[src/logic/keeper_pkg.sv]
/* keeper stage types: video and game-control words,
   game enums and the colour palette */

package keeper_pkg;

    typedef struct packed {
        logic [3:0] r;
        logic [3:0] g;
        logic [3:0] b;
    } rgb_t;

    // one pixel with its timing, 38 bits
    typedef struct packed {
        logic [10:0] hcount;
        logic [10:0] vcount;
        logic        hsync;
        logic        vsync;
        logic        hblnk;
        logic        vblnk;
        rgb_t        rgb;
    } vga_sig_t;

    typedef enum logic [1:0] {
        START,
        KEEPER,
        WINNER,
        SHOOT
    } g_state;

    typedef enum logic {
        SINGLE,
        MULTI
    } g_mode;

    typedef struct packed {
        logic       is_scored;
        logic [3:0] round_counter;
        logic [2:0] score;
        g_mode      game_mode;
        g_state     game_state;
    } game_ctl_t;

    localparam game_ctl_t ctl_reset = '{
        is_scored:     1'b0,
        round_counter: 4'd0,
        score:         3'd0,
        game_mode:     MULTI,
        game_state:    START
    };

    localparam rgb_t SKY_RGB    = 12'h48F;
    localparam rgb_t GRASS_RGB  = 12'h2A2;
    localparam rgb_t FRAME_RGB  = 12'hFFF;
    localparam rgb_t TARGET_RGB = 12'hF00;
    localparam rgb_t GLOVE_RGB  = 12'hFF0;

endpackage
[src/logic/keeper_top.sv]
/* penalty keeper stage: timing, pitch background,
   keeper round and glove overlay in one pipeline */

`timescale 1ns/1ns

module keeper_top #(
    parameter int H_ACTIVE    = 800,
    parameter int H_FRONT     = 40,
    parameter int H_SYNC      = 128,
    parameter int H_BACK      = 88,
    parameter int V_ACTIVE    = 600,
    parameter int V_FRONT     = 1,
    parameter int V_SYNC      = 4,
    parameter int V_BACK      = 23,
    parameter int HORIZON     = 400,
    parameter int GOAL_LEFT   = 150,
    parameter int GOAL_RIGHT  = 649,
    parameter int GOAL_TOP    = 120,
    parameter int TARGET_X    = 200,
    parameter int TARGET_Y    = 200,
    parameter int TARGET_SIZE = 100,
    parameter int COUNT_TICKS = 65000000,
    parameter int GLOVE_SIZE  = 32
) (
    input  logic                  clk,
    input  logic                  rst,
    input  logic [11:0]           xpos,
    input  logic [11:0]           ypos,
    input  keeper_pkg::game_ctl_t ctl_in,
    output keeper_pkg::vga_sig_t  vga_out,
    output keeper_pkg::game_ctl_t ctl_out
);

    keeper_pkg::vga_sig_t vid_raw;
    keeper_pkg::vga_sig_t vid_bg;
    keeper_pkg::vga_sig_t vid_round;

    vga_timing #(
        .H_ACTIVE (H_ACTIVE), .H_FRONT (H_FRONT), .H_SYNC (H_SYNC), .H_BACK (H_BACK),
        .V_ACTIVE (V_ACTIVE), .V_FRONT (V_FRONT), .V_SYNC (V_SYNC), .V_BACK (V_BACK)
    ) u_timing (
        .clk (clk),
        .rst (rst),
        .vid (vid_raw)
    );

    draw_goal #(
        .HORIZON (HORIZON), .GOAL_LEFT (GOAL_LEFT),
        .GOAL_RIGHT (GOAL_RIGHT), .GOAL_TOP (GOAL_TOP)
    ) u_goal (
        .clk     (clk),
        .rst     (rst),
        .vid_in  (vid_raw),
        .vid_out (vid_bg)
    );

    keeper_round #(
        .TARGET_X (TARGET_X), .TARGET_Y (TARGET_Y),
        .TARGET_SIZE (TARGET_SIZE), .COUNT_TICKS (COUNT_TICKS)
    ) u_round (
        .clk     (clk),
        .rst     (rst),
        .vid_in  (vid_bg),
        .ctl_in  (ctl_in),
        .xpos    (xpos),
        .ypos    (ypos),
        .vid_out (vid_round),
        .ctl_out (ctl_out)
    );

    glove_draw #(
        .GLOVE_SIZE (GLOVE_SIZE)
    ) u_glove (
        .clk     (clk),
        .rst     (rst),
        .vid_in  (vid_round),
        .xpos    (xpos),
        .ypos    (ypos),
        .vid_out (vga_out)
    );

endmodule

[src/logic/glove_draw.sv]
/* glove overlay: yellow square at the pointer over the picture,
   final registered video stage */

`timescale 1ns/1ns

module glove_draw #(
    parameter int GLOVE_SIZE = 32
) (
    input  logic                 clk,
    input  logic                 rst,
    input  keeper_pkg::vga_sig_t vid_in,
    input  logic [11:0]          xpos,
    input  logic [11:0]          ypos,
    output keeper_pkg::vga_sig_t vid_out
);

    logic [12:0] x_end;
    logic [12:0] y_end;
    logic on_glove;

    // one past the last glove column and row, wide enough not to wrap
    assign x_end = {1'b0, xpos} + 13'(GLOVE_SIZE);
    assign y_end = {1'b0, ypos} + 13'(GLOVE_SIZE);

    assign on_glove = !vid_in.hblnk && !vid_in.vblnk &&
        ({2'b00, vid_in.hcount} >= {1'b0, xpos}) && ({2'b00, vid_in.hcount} < x_end) &&
        ({2'b00, vid_in.vcount} >= {1'b0, ypos}) && ({2'b00, vid_in.vcount} < y_end);

    always_ff @(posedge clk) begin
        if (rst) begin
            vid_out <= '0;
        end else begin
            vid_out <= vid_in;
            if (on_glove) begin
                vid_out.rgb <= keeper_pkg::GLOVE_RGB;
            end
        end
    end

endmodule

[src/logic/keeper_round.sv]
/* keeper round controller: counts down while showing a red target,
   then judges the pointer and rewrites the game state for one cycle */

`timescale 1ns/1ns

module keeper_round #(
    parameter int TARGET_X    = 200,
    parameter int TARGET_Y    = 200,
    parameter int TARGET_SIZE = 100,
    parameter int COUNT_TICKS = 65000000
) (
    input  logic                  clk,
    input  logic                  rst,
    input  keeper_pkg::vga_sig_t  vid_in,
    input  keeper_pkg::game_ctl_t ctl_in,
    input  logic [11:0]           xpos,
    input  logic [11:0]           ypos,
    output keeper_pkg::vga_sig_t  vid_out,
    output keeper_pkg::game_ctl_t ctl_out
);

    localparam int CNT_W = $clog2(COUNT_TICKS + 1);
    localparam logic [CNT_W-1:0] CNT_LAST = CNT_W'(COUNT_TICKS);

    // inclusive square bounds
    localparam logic [11:0] X_LO = 12'(TARGET_X);
    localparam logic [11:0] X_HI = 12'(TARGET_X + TARGET_SIZE);
    localparam logic [11:0] Y_LO = 12'(TARGET_Y);
    localparam logic [11:0] Y_HI = 12'(TARGET_Y + TARGET_SIZE);

    typedef enum logic [1:0] {
        IDLE,
        BEGIN,
        COUNTDOWN,
        RESULT
    } round_state_t;

    round_state_t state;
    round_state_t state_nxt;
    logic [CNT_W-1:0] cnt;

    logic pix_in_target;
    logic ptr_in_target;
    logic verdict_valid;
    keeper_pkg::g_state verdict;

    keeper_pkg::vga_sig_t  vid_paint;
    keeper_pkg::game_ctl_t ctl_rel_in;
    keeper_pkg::game_ctl_t ctl_rel_d;
    keeper_pkg::game_ctl_t ctl_d;

    always_comb begin
        state_nxt = state;
        case (state)
            IDLE: begin
                if (ctl_in.game_state == keeper_pkg::KEEPER) begin
                    state_nxt = BEGIN;
                end
            end
            BEGIN:     state_nxt = COUNTDOWN;
            COUNTDOWN: begin
                if (cnt == CNT_LAST) begin
                    state_nxt = RESULT;
                end
            end
            default:   state_nxt = IDLE;
        endcase
    end

    always_ff @(posedge clk) begin
        if (rst) begin
            state         <= IDLE;
            cnt           <= '0;
            verdict_valid <= 1'b0;
        end else begin
            state         <= state_nxt;
            verdict_valid <= (state == RESULT);
            if (state == COUNTDOWN && cnt != CNT_LAST) begin
                cnt <= cnt + 1'b1;
            end else begin
                cnt <= '0;
            end
        end
    end

    assign ptr_in_target = (xpos >= X_LO) && (xpos <= X_HI) &&
                           (ypos >= Y_LO) && (ypos <= Y_HI);

    always_ff @(posedge clk) begin
        verdict <= ptr_in_target ? keeper_pkg::WINNER : keeper_pkg::START;
    end

    assign pix_in_target = !vid_in.hblnk && !vid_in.vblnk &&
        ({1'b0, vid_in.hcount} >= X_LO) && ({1'b0, vid_in.hcount} <= X_HI) &&
        ({1'b0, vid_in.vcount} >= Y_LO) && ({1'b0, vid_in.vcount} <= Y_HI);

    always_comb begin
        vid_paint = vid_in;
        if (state == COUNTDOWN && pix_in_target) begin
            vid_paint.rgb = keeper_pkg::TARGET_RGB;
        end
    end

    signal_delay #(
        .payload_t (keeper_pkg::vga_sig_t),
        .DEPTH     (1)
    ) u_vid_delay (
        .clk  (clk),
        .rst  (rst),
        .din  (vid_paint),
        .dout (vid_out)
    );

    // kept relative to ctl_reset so that a cleared stage reads back as ctl_reset
    assign ctl_rel_in = keeper_pkg::game_ctl_t'(ctl_in ^ keeper_pkg::ctl_reset);

    signal_delay #(
        .payload_t (keeper_pkg::game_ctl_t),
        .DEPTH     (1)
    ) u_ctl_delay (
        .clk  (clk),
        .rst  (rst),
        .din  (ctl_rel_in),
        .dout (ctl_rel_d)
    );

    assign ctl_d = keeper_pkg::game_ctl_t'(ctl_rel_d ^ keeper_pkg::ctl_reset);

    always_comb begin
        ctl_out = ctl_d;
        if (verdict_valid) begin
            ctl_out.game_state = verdict;
        end
    end

    a_cnt_range: assert property (@(posedge clk) disable iff (rst) cnt <= CNT_LAST)
        else $error("countdown counter above COUNT_TICKS");

    a_result_order: assert property (@(posedge clk) disable iff (rst)
        state == RESULT |-> $past(state) == COUNTDOWN)
        else $error("RESULT entered without COUNTDOWN");

endmodule

[src/logic/draw_goal.sv]
/* pitch background: sky above the horizon, grass below
   and a white goal frame of two posts and a crossbar */

`timescale 1ns/1ns

module draw_goal #(
    parameter int HORIZON    = 400,
    parameter int GOAL_LEFT  = 150,
    parameter int GOAL_RIGHT = 649,
    parameter int GOAL_TOP   = 120
) (
    input  logic                 clk,
    input  logic                 rst,
    input  keeper_pkg::vga_sig_t vid_in,
    output keeper_pkg::vga_sig_t vid_out
);

    localparam logic [10:0] HOR     = 11'(HORIZON);
    localparam logic [10:0] L_LO    = 11'(GOAL_LEFT);
    localparam logic [10:0] L_HI    = 11'(GOAL_LEFT + 3);
    localparam logic [10:0] R_LO    = 11'(GOAL_RIGHT - 3);
    localparam logic [10:0] R_HI    = 11'(GOAL_RIGHT);
    localparam logic [10:0] TOP     = 11'(GOAL_TOP);
    localparam logic [10:0] BAR_BOT = 11'(GOAL_TOP + 3);

    logic post_rows;
    logic on_post;
    logic on_bar;
    keeper_pkg::rgb_t rgb_nxt;

    assign post_rows = (vid_in.vcount >= TOP) && (vid_in.vcount < HOR);

    assign on_post = post_rows &&
        (((vid_in.hcount >= L_LO) && (vid_in.hcount <= L_HI)) ||
         ((vid_in.hcount >= R_LO) && (vid_in.hcount <= R_HI)));

    assign on_bar = (vid_in.vcount >= TOP) && (vid_in.vcount <= BAR_BOT) &&
        (vid_in.hcount >= L_LO) && (vid_in.hcount <= R_HI);

    always_comb begin
        if (vid_in.hblnk || vid_in.vblnk) begin
            rgb_nxt = '0;
        end else if (on_post || on_bar) begin
            rgb_nxt = keeper_pkg::FRAME_RGB;
        end else if (vid_in.vcount < HOR) begin
            rgb_nxt = keeper_pkg::SKY_RGB;
        end else begin
            rgb_nxt = keeper_pkg::GRASS_RGB;
        end
    end

    always_ff @(posedge clk) begin
        if (rst) begin
            vid_out <= '0;
        end else begin
            vid_out     <= vid_in;
            vid_out.rgb <= rgb_nxt;
        end
    end

endmodule

[src/logic/signal_delay.sv]
/* fixed-depth delay line for any packed payload,
   every stage cleared on reset */

`timescale 1ns/1ns

module signal_delay #(
    parameter type payload_t = logic,
    parameter int  DEPTH     = 1
) (
    input  logic     clk,
    input  logic     rst,
    input  payload_t din,
    output payload_t dout
);

    payload_t stages [DEPTH];

    always_ff @(posedge clk) begin
        if (rst) begin
            for (int i = 0; i < DEPTH; i++) begin
                stages[i] <= '0;
            end
        end else begin
            stages[0] <= din;
            for (int i = 1; i < DEPTH; i++) begin
                stages[i] <= stages[i-1];
            end
        end
    end

    assign dout = stages[DEPTH-1];

endmodule

[src/logic/vga_timing.sv]
/* vga timing generator: pixel and line counters,
   registered syncs and blanking with a black pixel */

`timescale 1ns/1ns

module vga_timing #(
    parameter int H_ACTIVE = 800,
    parameter int H_FRONT  = 40,
    parameter int H_SYNC   = 128,
    parameter int H_BACK   = 88,
    parameter int V_ACTIVE = 600,
    parameter int V_FRONT  = 1,
    parameter int V_SYNC   = 4,
    parameter int V_BACK   = 23
) (
    input  logic                 clk,
    input  logic                 rst,
    output keeper_pkg::vga_sig_t vid
);

    localparam int H_TOTAL = H_ACTIVE + H_FRONT + H_SYNC + H_BACK;
    localparam int V_TOTAL = V_ACTIVE + V_FRONT + V_SYNC + V_BACK;

    localparam logic [10:0] H_LAST   = 11'(H_TOTAL - 1);
    localparam logic [10:0] V_LAST   = 11'(V_TOTAL - 1);
    localparam logic [10:0] H_ACT    = 11'(H_ACTIVE);
    localparam logic [10:0] V_ACT    = 11'(V_ACTIVE);
    localparam logic [10:0] HS_START = 11'(H_ACTIVE + H_FRONT);
    localparam logic [10:0] HS_END   = 11'(H_ACTIVE + H_FRONT + H_SYNC);
    localparam logic [10:0] VS_START = 11'(V_ACTIVE + V_FRONT);
    localparam logic [10:0] VS_END   = 11'(V_ACTIVE + V_FRONT + V_SYNC);

    logic [10:0] hcnt;
    logic [10:0] vcnt;

    always_ff @(posedge clk) begin
        if (rst) begin
            hcnt <= '0;
            vcnt <= '0;
        end else if (hcnt == H_LAST) begin
            hcnt <= '0;
            vcnt <= (vcnt == V_LAST) ? '0 : vcnt + 11'd1;
        end else begin
            hcnt <= hcnt + 11'd1;
        end
    end

    always_ff @(posedge clk) begin
        if (rst) begin
            vid <= '0;
        end else begin
            vid.hcount <= hcnt;
            vid.vcount <= vcnt;
            vid.hsync  <= (hcnt >= HS_START) && (hcnt < HS_END);
            vid.vsync  <= (vcnt >= VS_START) && (vcnt < VS_END);
            vid.hblnk  <= (hcnt >= H_ACT);
            vid.vblnk  <= (vcnt >= V_ACT);
            vid.rgb    <= '0;
        end
    end

    // line counter wraps before the total width
    a_hcnt_range: assert property (@(posedge clk) disable iff (rst) hcnt <= H_LAST)
        else $error("hcount reached total width");

endmodule

[config.mk]
export PLATFORM = sky130hd
export DESIGN_NAME = keeper_top
export DESIGN_NICKNAME = d
export VERILOG_FILES = /design/src/logic/keeper_pkg.sv /design/src/logic/keeper_top.sv /design/src/logic/glove_draw.sv /design/src/logic/keeper_round.sv /design/src/logic/draw_goal.sv /design/src/logic/signal_delay.sv /design/src/logic/vga_timing.sv
export SDC_FILE = /design/constraint.sdc
export NUM_CORES = 1
export LEC_CHECK = 0
export BUFFER_PORTS_ARGS = -buffer_cell sky130_fd_sc_hd__clkbuf_2
export CORE_AREA = 3 3 187 143
export CTS_CLUSTER_SIZE = 16
export DETAILED_ROUTE_END_ITERATION = 6
export DIE_AREA = 0 0 190 146
export MAX_ROUTING_LAYER = met4
export SLEW_MARGIN = 15
export SYNTH_ARGS = -nofsm -noshare
export SYNTH_HDL_FRONTEND = slang
export SYNTH_SLANG_ARGS = --single-unit
[constraint.sdc]
create_clock -name clk -period 2.4 [get_ports clk]
set_input_delay 0.36 -clock clk [delete_from_list [all_inputs] [get_ports clk]]
set_output_delay 0.36 -clock clk [all_outputs]
set_load 0.005 [all_outputs]
==> results.yml, run 1 <==
drt:
  antenna_violating_nets_post_route: 0
  wirelength_met1_mm: 7.71
  route.detailed.wl_per_inst_um: 11.9
  met3_length_um: 645
  drt-initial-drc-count: 204
  num_vias: 5298
  drt_pass1_iterations: 5
  routed_wl_mm: 14.6
  detailroute.wirelength.met2_mm: 6.01
  vias_per_cell: 4.32
  highest_layer: "met4"
  drc: 0
timing:
  grt_setup_unrepaired: "no"
  fin_setup_tns_ns: 0
  post-route-period-util_pct: 89.2
  report.final.slew_viol_count: 0
  layout_setup_ws_ns: 0.259
  setup_viol_count_final: 0
  clock_skew_ns: 0.0112
  timing.fmax_mhz: 467
  tightestPinTransition_ns: 0.541
  timing.slew.headroom_pct: 63.6
  hold_viol_final: 0
  period_minus_slack_ns: 2.14
yosys:
  synth_edf_count: 0
  postSynthNetCount: 872
  synth_ff_type: "dfxtp_1"
  async_flop_share_pct: 0
  synth.cell_area_um2: 7500
  netlist_instances: 788
  netlist-cell-type-count: 57
  synth.ff_latch_count: 186
  syn-mean-instance-area_um2: 9.51
  yosys_warnings: 0
  synth_seq_area_share_pct: 49.7
place:
  pre_cts_ws_ns: -0.158
  gp_congestion: 0.863
  detailedPlacementHpwl_mm: 10.9
  port_buffers: 85
  instance_area_at_placement_um2: 8310
layout:
  insertedDiodeCount: 0
  layout.core_utilization_pct: 35.7
  commonest_cells_after_routing_fill_and_taps_aside: "186 x dfxtp_1, 107 x nor2b_1, 84 x clkbuf_2, 82 x nor2_1, 47 x ha_1"
  final_area_um2: 8910
  area_growth_syn_to_layout_pct: 18.9
  nets: 959
  most_common_library_cell_in_the_layout_ignoring_fill_and_taps: "dfxtp_1"
  num-fill-cells: 2548
  post_route_cells_drive_above_1_share_pct: 16.2
min_path:
  hp-class: "in -> reg"
  holdPathEnd: "u_round.u_ctl_delay.stages[0][2]"
  holdCritStartpoint: "ctl_in[2]"
  whs_path_depth: 2
outcome:
  status: "finished, final reports clean"
global_route:
  grt_remaining_overflow: 0
  first_global_vias: 5027
  global_route.usage.total_pct: 11.1
  grt_pass1_wl_mm: 24.4
  antenna_found_initial: 0
  grt_start_max_net_pins: 49
floorplanning:
  core_region_area_um2: 25000
  floorplan.die_area_um2: 27700
  design.portCount: 86
  initial_utilization_pct: 30.0
  dieHeight_um: 146
  dieWidth_um: 190
  placement_rows: 50
cts:
  htreeDepth: 4
  holdBufCountCts: 0
  clkSlewWorstSetupHoldPaths_ns: 0.07
  cts_tree: "built"
  post_cts.resized_instances: 0
  ctsRootBufferMaster: "clkbuf_16"
  number_of_clock_sinks: 186
  worstSkewPairLatency_ns: 0.43
  max-clock-path-buffers: 2
  post_cts.repair.setup_buffers: 0
  tritoncts.num_buffers: 17
pwr:
  pleak_nw: 3.67
  peakVddDrop_mv: 0.503
  pwr_density_cell_nw_per_um2: 713
worst_setup_path:
  timing.rr.end: "u_glove.vid_out[2]"
  worst-endpoint-arrival_ns: 2.46
  crit_path_start_kind: "register"
  cp-end-kind: "register"
  timing.critical_path.max_delay_family: "compound AO/OA/AOI/OAI gates"
  slowest_stage: "o311ai_0"
  regToRegStartpoint: "u_round.u_vid_delay.stages[0][28]"
  worst-r2r-setup-slack_ns: 0.26
  timing.setup.critical_path_class: "reg -> reg"
  worstPathCellList: "ha_1 > nor2b_1 > o211ai_1 > a21oi_1 > o311ai_0 > o211ai_1 > buf_4 > o211a_1"
  worst-path-buf-inv: 1
  critical-path-max-stage-delay_ns: 0.38
  required_ns: 2.72
  path_common_cell: "o211ai_1"
  worst-r2r-cell-count: 8
  cp_max_fo: 8
job:
  drv.max_cap_violation_count: 0
==> Yosys cell counts (all sizes together) (2+ instances only) <==
library cell	count	area share (%)
a21o	6	0.60
or4	2	0.20
o31ai	3	0.30
nor4	9	0.83
and2	8	0.67
and4	3	0.35
a31oi	2	0.17
nor4bb	4	0.53
nor2b	107	8.9
nand2b	3	0.25
nand3	23	1.5
xor2	18	2.1
a211oi	2	0.20
or3	15	1.3
nor4b	4	0.47
a41oi	3	0.35
nor3	19	1.3
o211ai	3	0.30
nand4	17	1.4
inv	41	2.1
or2	3	0.25
nor3b	2	0.20
mux2i	3	0.40
nand2	35	1.8
o21a	3	0.30
dfxtp	186	50
a21oi	27	1.9
o21ai	26	1.8
and4b	2	0.27
o41ai	2	0.23
buf	17	1.5
nor2	82	4.1
clkbuf	17	0.85
o211a	3	0.40
ha	47	7.8
xnor2	23	2.7
o2bb2ai	5	0.58
==> worst max path at each step <==
stage	endpoint	cells past startpoint	from	slack [ns]
finish	u_glove.vid_out[2]	8	u_round.u_vid_delay.stages[0][28]	0.26
global route	u_glove.vid_out[2]	12	xpos[5]	0.06
CTS	u_glove.vid_out[2]	8	u_round.u_vid_delay.stages[0][28]	0.26
detailed placement	u_glove.vid_out[2]	12	xpos[5]	-0.16
global placement	u_glove.vid_out[2]	12	xpos[5]	-0.14
floorplan	u_glove.vid_out[2]	10	xpos[6]	0.17
==> cell families after synthesis <==
kind of cell / share of synthesized area [%]
muxes: 0.551
buffers and inverters: 4.46
DFF: 49.7
adders and majority gates: 7.84
and+or+nand+nor: 24.6
AOI/OAI and AO/OA: 8.08
xor gates and xnor gates: 4.79
==> layer usage <==
metal	vias up	track usage [%]
met1	2360	14.9
met4	0	3.55
li1	2831	-
met3	21	3.18
met2	86	16.1
met5	-	-
==> worst reg2reg max path, delay by kind of cell, from the launching register on <==
kind,cells,cell delay (ns)
AO/OA/AOI/OAI,5,1.09
adder cells (fa/ha/maj),1,0.28
buffers and inverters,1,0.19
flip-flops,1,0.33
AND/OR/NAND/NOR,1,0.13
==> power by group <==
group          switching [mW]  internal, mW  total (mW)
registers              0.0299          3.13        3.16
clock network            1.32          1.49        2.81
logic                   0.220         0.167       0.387
total                    1.57          4.79        6.36
==> flip-flops by register name, summed over array words and instances, names as in the netlist <==
| name | count |
|---|---|
| u_round.verdict | 1 |
| u_round.u_ctl_delay.stages | 11 |
| u_glove.vid_out | 34 |
| u_round.u_vid_delay.stages | 33 |
| u_timing.vcnt | 11 |
| u_round.state | 2 |
| u_goal.vid_out | 30 |
| u_round.verdict_valid | 1 |
| u_timing.vid | 26 |
| u_round.cnt | 26 |
| u_timing.hcnt | 11 |
==> per-stage QoR <==
step | hold slack [ns] | power [mW] | instances
floorplan | 0.406 | 3.49 | 788
global placement | 0.412 | 3.62 | 1194
detailed placement | 0.416 | 3.62 | 1194
CTS | 0.0477 | 6.47 | 1226
global route | 0.0668 | 6.64 | 1226
finish | 0.0767 | 6.36 | 1226
==> layout make-up <==
cell class              instances  area [µm²]  share of cell area [%]
flip-flops and latches        186        3720                    41.8
multi-input cells             526        3440                    38.6
repair buffers                102         568                    6.37
clock buffers                  17         425                    4.77
well taps                     338         423                    4.75
clock inverters                15         174                    1.95
inverters                      42         158                    1.77
Note: power is estimated with default switching activity, not from simulation.
==> run 2: changes to the inputs <==
--- a/config.mk
+++ b/config.mk
@@ -7,6 +7,7 @@
 export LEC_CHECK = 0
 export BUFFER_PORTS_ARGS = -buffer_cell sky130_fd_sc_hd__clkbuf_2
 export CORE_AREA = 3 3 187 143
+export CTS_BUF_LIST = sky130_fd_sc_hd__clkbuf_8
 export CTS_CLUSTER_SIZE = 16
 export DETAILED_ROUTE_END_ITERATION = 6
 export DIE_AREA = 0 0 190 146
==> run 2 against run 1 <==
  * Fmax fell by 0.77%
  * Register-to-register slack worse by 0.02 ns
  * Combinational power about the same
  * Critical path type unchanged
  * Wire length decreased by 0.44%
  * Setup slack got worse by 0.017 ns
  * Critical path depth unchanged
  * Highest routed layer unchanged
  * First-iteration DRC count grew 17%
  * Total power is 11% lower
  * Cell area shrank 2.1%
==> results.yml, run 2 (synthesized netlist as in run 1, its figures left out) <==
min_path:
  whs_path_depth: 2
  hp-class: "in -> reg"
layout:
  most_common_library_cell_in_the_layout_ignoring_fill_and_taps: "dfxtp_1"
  post_route_cells_drive_above_1_share_pct: 16.2
  area_growth_syn_to_layout_pct: 16.3
  final_area_um2: 8720
  insertedDiodeCount: 0
  flip_flop_count_of_the_largest_register_after_layout: 34
  final_cell_count_no_fill: 1226
  commonest_cells_after_routing_fill_and_taps_aside: "186 x dfxtp_1, 107 x nor2b_1, 84 x clkbuf_2, 82 x nor2_1, 47 x ha_1"
  largestRegisters: "u_glove.vid_out (34), u_round.u_vid_delay.stages (33), u_goal.vid_out (30)"
  nets: 959
  register_name_with_the_most_flops: "u_glove.vid_out"
pwr:
  sequentialPowerShare_pct: 55.9
  pwr_density_cell_nw_per_um2: 649
  sw_frac_of_total_pct: 26.1
  p_total_mw: 5.66
  pleak_nw: 3.58
  pwr-share-comb_pct: 6.9
  p_switching_mw: 1.48
  power.clock.fraction_pct: 37.3
  pint_mw: 4.18
  peakVddDrop_mv: 0.372
worst_setup_path:
  path_common_cell: "o211ai_1"
  cp_max_fo: 8
  worstPathCellList: "ha_1 > nor2b_1 > o211ai_1 > a21oi_1 > o311ai_0 > o211ai_1 > buf_4 > o211a_1"
  worst-path-buf-inv: 1
  critical-path-max-stage-delay_ns: 0.38
  worst-endpoint-arrival_ns: 2.50
  timing.setup.critical_path_class: "reg -> reg"
  cp-end-kind: "register"
  required_ns: 2.75
  crit_path_start_kind: "register"
  timing.critical_path.max_delay_family: "compound AO/OA/AOI/OAI gates"
  cp_num_cells: 8
  slowest_stage: "o311ai_0"
  worst-r2r-cell-count: 8
cts:
  max-clock-path-buffers: 2
  clkSlewWorstSetupHoldPaths_ns: 0.11
  htreeDepth: 4
  post_cts.resized_instances: 0
  number_of_clock_sinks: 186
  worstSkewPairLatency_ns: 0.45
  holdBufCountCts: 0
  cts_tree: "built"
  tritoncts.num_buffers: 17
  ctsRootBufferMaster: "clkbuf_8"
  post_cts.repair.setup_buffers: 0
place:
  instance_area_at_placement_um2: 8310
  detailedPlacementHpwl_mm: 10.9
  gp_congestion: 0.863
  port_buffers: 85
  placed_cells_incl_taps: 1194
  pre_cts_ws_ns: -0.158
drt:
  antenna_violating_nets_post_route: 0
  drt-initial-drc-count: 239
  drt_pass1_iterations: 4
  vias_per_cell: 4.30
  routed_wl_mm: 14.5
  num_vias: 5274
  drc: 0
  route.detailed.wl_per_inst_um: 11.8
floorplanning:
  placement_rows: 50
  initial_utilization_pct: 30.0
  design.portCount: 86
  core_region_area_um2: 25000
  dieHeight_um: 146
  dieWidth_um: 190
  floorplan.die_area_um2: 27700
timing:
  setup_viol_count_final: 0
  clock_skew_ns: 0.0160
  timing.slew.headroom_pct: 63.6
  period_minus_slack_ns: 2.16
  hold_viol_final: 0
  report.final.slew_viol_count: 0
  timing.fmax_mhz: 463
  post-route-period-util_pct: 89.9
  grt_setup_unrepaired: "no"
  tightestPinTransition_ns: 0.541
  layout_setup_ws_ns: 0.242
job:
  drv.max_cap_violation_count: 0
global_route:
  antenna_found_initial: 0
  global_route.usage.total_pct: 11.0
  first_global_vias: 4974
  grt_pass1_wl_mm: 24.3
  grt_remaining_overflow: 0
  grt_start_max_net_pins: 49
outcome:
  status: "finished, final reports clean"
## run 2: changes by cell type in the layout (fill, tap and decap cells not counted)
cell / delta
clkbuf_16: -17
clkbuf_8: +17
## run 2: power groups by stage
| stage | registers [mW] | logic [mW] | clock network [mW] |
|---|---|---|---|
| floorplan | 3.22 | 0.266 | 0 |
| global placement | 3.23 | 0.389 | 0 |
| detailed placement | 3.23 | 0.392 | 0 |
| CTS | 3.16 | 0.394 | 2.20 |
| global route | 3.17 | 0.447 | 2.33 |
| finish | 3.16 | 0.388 | 2.11 |
## run 2: final timing paths
kind,from,to,slack [ns]
setup / recovery,u_round.u_vid_delay.stages[0][28],u_glove.vid_out[2],0.24
hold / removal,ctl_in[2],u_round.u_ctl_delay.stages[0][2],0.05
setup reg to reg,u_round.u_vid_delay.stages[0][28],u_glove.vid_out[2],0.24
hold reg to reg,u_round.u_vid_delay.stages[0][10],u_glove.vid_out[10],0.44
## run 2: per-stage QoR
step	hold WS, ns	utilization, %	TNS [ns]
floorplan	0.406	-	0
global placement	0.412	33.3	-0.395
detailed placement	0.416	33.3	-0.634
CTS	0.00849	34.9	0
global route	0.0190	34.9	0
finish	0.0549	34.9	0
## run 2: per-layer routing
layer	up-vias	GRT usage, %	part of all wire, %
li1	2829	-	-
met1	2340	14.9	53
met2	90	16.0	41
met3	15	2.89	4.2
met4	0	3.66	1.4
met5	-	-	0
## run 2: cell type report
class,instances,area (µm²)
fillers,2564,16200
flip-flops and latches,186,3720
multi-input cells,526,3440
repair buffers,102,568
well taps,338,423
clock buffers,17,234
clock inverters,15,174
inverters,42,158
==> run 3: changes to the inputs <==
--- a/config.mk
+++ b/config.mk
@@ -6,13 +6,14 @@
 export NUM_CORES = 1
 export LEC_CHECK = 0
 export BUFFER_PORTS_ARGS = -buffer_cell sky130_fd_sc_hd__clkbuf_2
-export CORE_AREA = 3 3 187 143
+export CORE_AREA = 3 3 201 154
 export CTS_BUF_LIST = sky130_fd_sc_hd__clkbuf_8
 export CTS_CLUSTER_SIZE = 16
 export DETAILED_ROUTE_END_ITERATION = 6
-export DIE_AREA = 0 0 190 146
+export DIE_AREA = 0 0 204 157
 export MAX_ROUTING_LAYER = met4
 export SLEW_MARGIN = 15
 export SYNTH_ARGS = -nofsm -noshare
 export SYNTH_HDL_FRONTEND = slang
+export SYNTH_HIERARCHICAL = 1
 export SYNTH_SLANG_ARGS = --single-unit
==> run 3 against run 2 <==
  * Wire length increased by 20%
  * Setup slack got worse by 0.0032 ns
  * Sequential cell count grew 9
  * Via count rose by 14%
  * Combinational power increased by 24%
  * Synthesized area up 15%
  * Critical endpoint is now u_glove/vid_out[7]
==> results.yml, run 3 <==
outcome:
  status: "finished, final reports clean"
timing:
  hold_viol_final: 0
  clock_skew_ns: 0.0124
  grt_setup_unrepaired: "no"
  period_minus_slack_ns: 2.16
  tightestPinTransition_ns: 0.642
  setup_viol_count_final: 0
  fin_hold_ws_ns: 0.0997
  report.final.slew_viol_count: 0
  timing.fmax_mhz: 463
  post-route-period-util_pct: 90.0
  timing.slew.headroom_pct: 56.1
pwr:
  pint_mw: 4.56
  pwr_density_cell_nw_per_um2: 615
  p_switching_mw: 1.51
  sequentialPowerShare_pct: 54.8
  peakVddDrop_mv: 0.338
  pleak_nw: 4.00
  power.clock.fraction_pct: 37.3
  sw_frac_of_total_pct: 24.9
  pwr-share-comb_pct: 7.9
cts:
  max-clock-path-buffers: 2
  worstSkewPairLatency_ns: 0.46
  cts_tree: "built"
  tritoncts.num_buffers: 17
  number_of_clock_sinks: 195
  clkSlewWorstSetupHoldPaths_ns: 0.10
  post_cts.repair.setup_buffers: 0
  ctsRootBufferMaster: "clkbuf_8"
  htreeDepth: 4
place:
  detailedPlacementHpwl_mm: 12.9
  placed_cells_incl_taps: 1310
  port_buffers: 85
  gp_congestion: 0.808
  instance_area_at_placement_um2: 9430
drt:
  drt_pass1_iterations: 5
  route.detailed.wl_per_inst_um: 13.0
  antenna_violating_nets_post_route: 0
  drt-initial-drc-count: 239
  routed_wl_mm: 17.4
  vias_per_cell: 4.47
  num_vias: 5993
  drc: 0
worst_setup_path:
  timing.setup.critical_path_class: "reg -> reg"
  start_point_of_the_critical_path: "u_round/u_vid_delay/stages[0][28]"
  crit_path_start_kind: "register"
  worst-endpoint-arrival_ns: 2.53
  required_ns: 2.76
  regToRegStartpoint: "u_round/u_vid_delay/stages[0][28]"
  cp-end-kind: "register"
  cp_max_fo: 8
  worst-r2r-cell-count: 6
layout:
  num-fill-cells: 2930
  largestRegisters: "u_glove/vid_out (38), u_round/u_vid_delay/stages (38), u_goal/vid_out (30)"
  most_common_library_cell_in_the_layout_ignoring_fill_and_taps: "dfxtp_1"
  area_growth_syn_to_layout_pct: 14.8
  final_cell_count_no_fill: 1342
  final-seq-area_um2: 3900
  area_occupied_by_multi_input_gates_um2: 4280
  commonest_cells_after_routing_fill_and_taps_aside: "195 x dfxtp_1, 86 x nor2b_1, 84 x clkbuf_2, 48 x nor2_1, 47 x ha_1"
  insertedDiodeCount: 0
  post_route_cells_drive_above_1_share_pct: 21.4
  final_area_um2: 9860
  nets: 1021
global_route:
  grt_pass1_wl_mm: 29.1
  antenna_found_initial: 0
  grt_remaining_overflow: 0
  grt_start_max_net_pins: 58
  global_route.usage.total_pct: 11.5
  first_global_vias: 5733
min_path:
  holdCritStartpoint: "ctl_in[5]"
  whs_path_depth: 2
  hp-class: "in -> reg"
floorplanning:
  placement_rows: 54
  core_region_area_um2: 29000
  dieHeight_um: 157
  initial_utilization_pct: 29.6
  floorplan.die_area_um2: 32000
  design.portCount: 86
  dieWidth_um: 204
job:
  drv.max_cap_violation_count: 0
yosys:
  syn-mean-instance-area_um2: 10.1
  netlist_instances: 849
  postSynthNetCount: 933
  synth.cell_area_um2: 8590
  yosys_warnings: 6
-- run 3: final timing paths --
kind / to / slack, ns
worst max-delay path: u_glove/vid_out[7] / 0.24
worst min-delay path: u_round/u_ctl_delay/stages[0][5] / 0.1
worst max register to register: u_glove/vid_out[7] / 0.24
worst min register to register: u_glove/vid_out[3] / 0.43
-- run 3: layout make-up --
type / instances / area share, %
multi-input combinational: 575 / 43.4
sequential: 195 / 39.6
timing repair buffer: 104 / 6.08
tap: 392 / 4.97
clock buffer: 17 / 2.37
clock inverter: 15 / 1.97
inverter: 44 / 1.67
-- run 3: power groups by stage --
stage                     Clock [mW]  Sequential (mW)  Combinational, mW
after floorplan                    0             3.39              0.329
after global routing            2.49             3.33              0.541
after detailed placement           0             3.40              0.482
after global placement             0             3.40              0.469
final                           2.26             3.32              0.480
after CTS                       2.36             3.32              0.484
-- run 3: critical path: stages (launching register included) --
cell and delay [ns]:
dfxtp_1 0.34, ha_1 0.29, nor2b_1 0.14, o211ai_1 0.17, a2111oi_0 0.16, o41a_2 0.60
o41ai_2 0.36
-- run 3: timing repair --
action | CTS | global route
setup endpoints to repair | 0 | 7
hold endpoints to repair | 0 | 0
resized for setup | 0 | 1
hold buffers | 0 | 0
-- run 3: per-stage QoR --
step / util (%) / TNS (ns) / setup slack [ns] / power [mW]
3_3_place_gp: 32.5 / -0.978 / -0.129 / 3.86
2_1_floorplan: - / 0 / 0.0806 / 3.72
3_5_place_dp: 32.5 / -1.36 / -0.186 / 3.88
6_report: 34.0 / 0 / 0.239 / 6.06
4_1_cts: 34.0 / 0 / 0.150 / 6.17
5_1_grt: 34.0 / 0 / 0.0760 / 6.37
-- run 3: routing by layer --
layer	up-vias	global-route usage [%]	routed length (µm)	share of wire, %
met4	0	3.21	174	1.0
met1	2744	15.8	9210	53
met3	12	3.18	712	4.1
li1	3147	-	-	-
met5	-	-	0	0
met2	90	16.6	7290	42
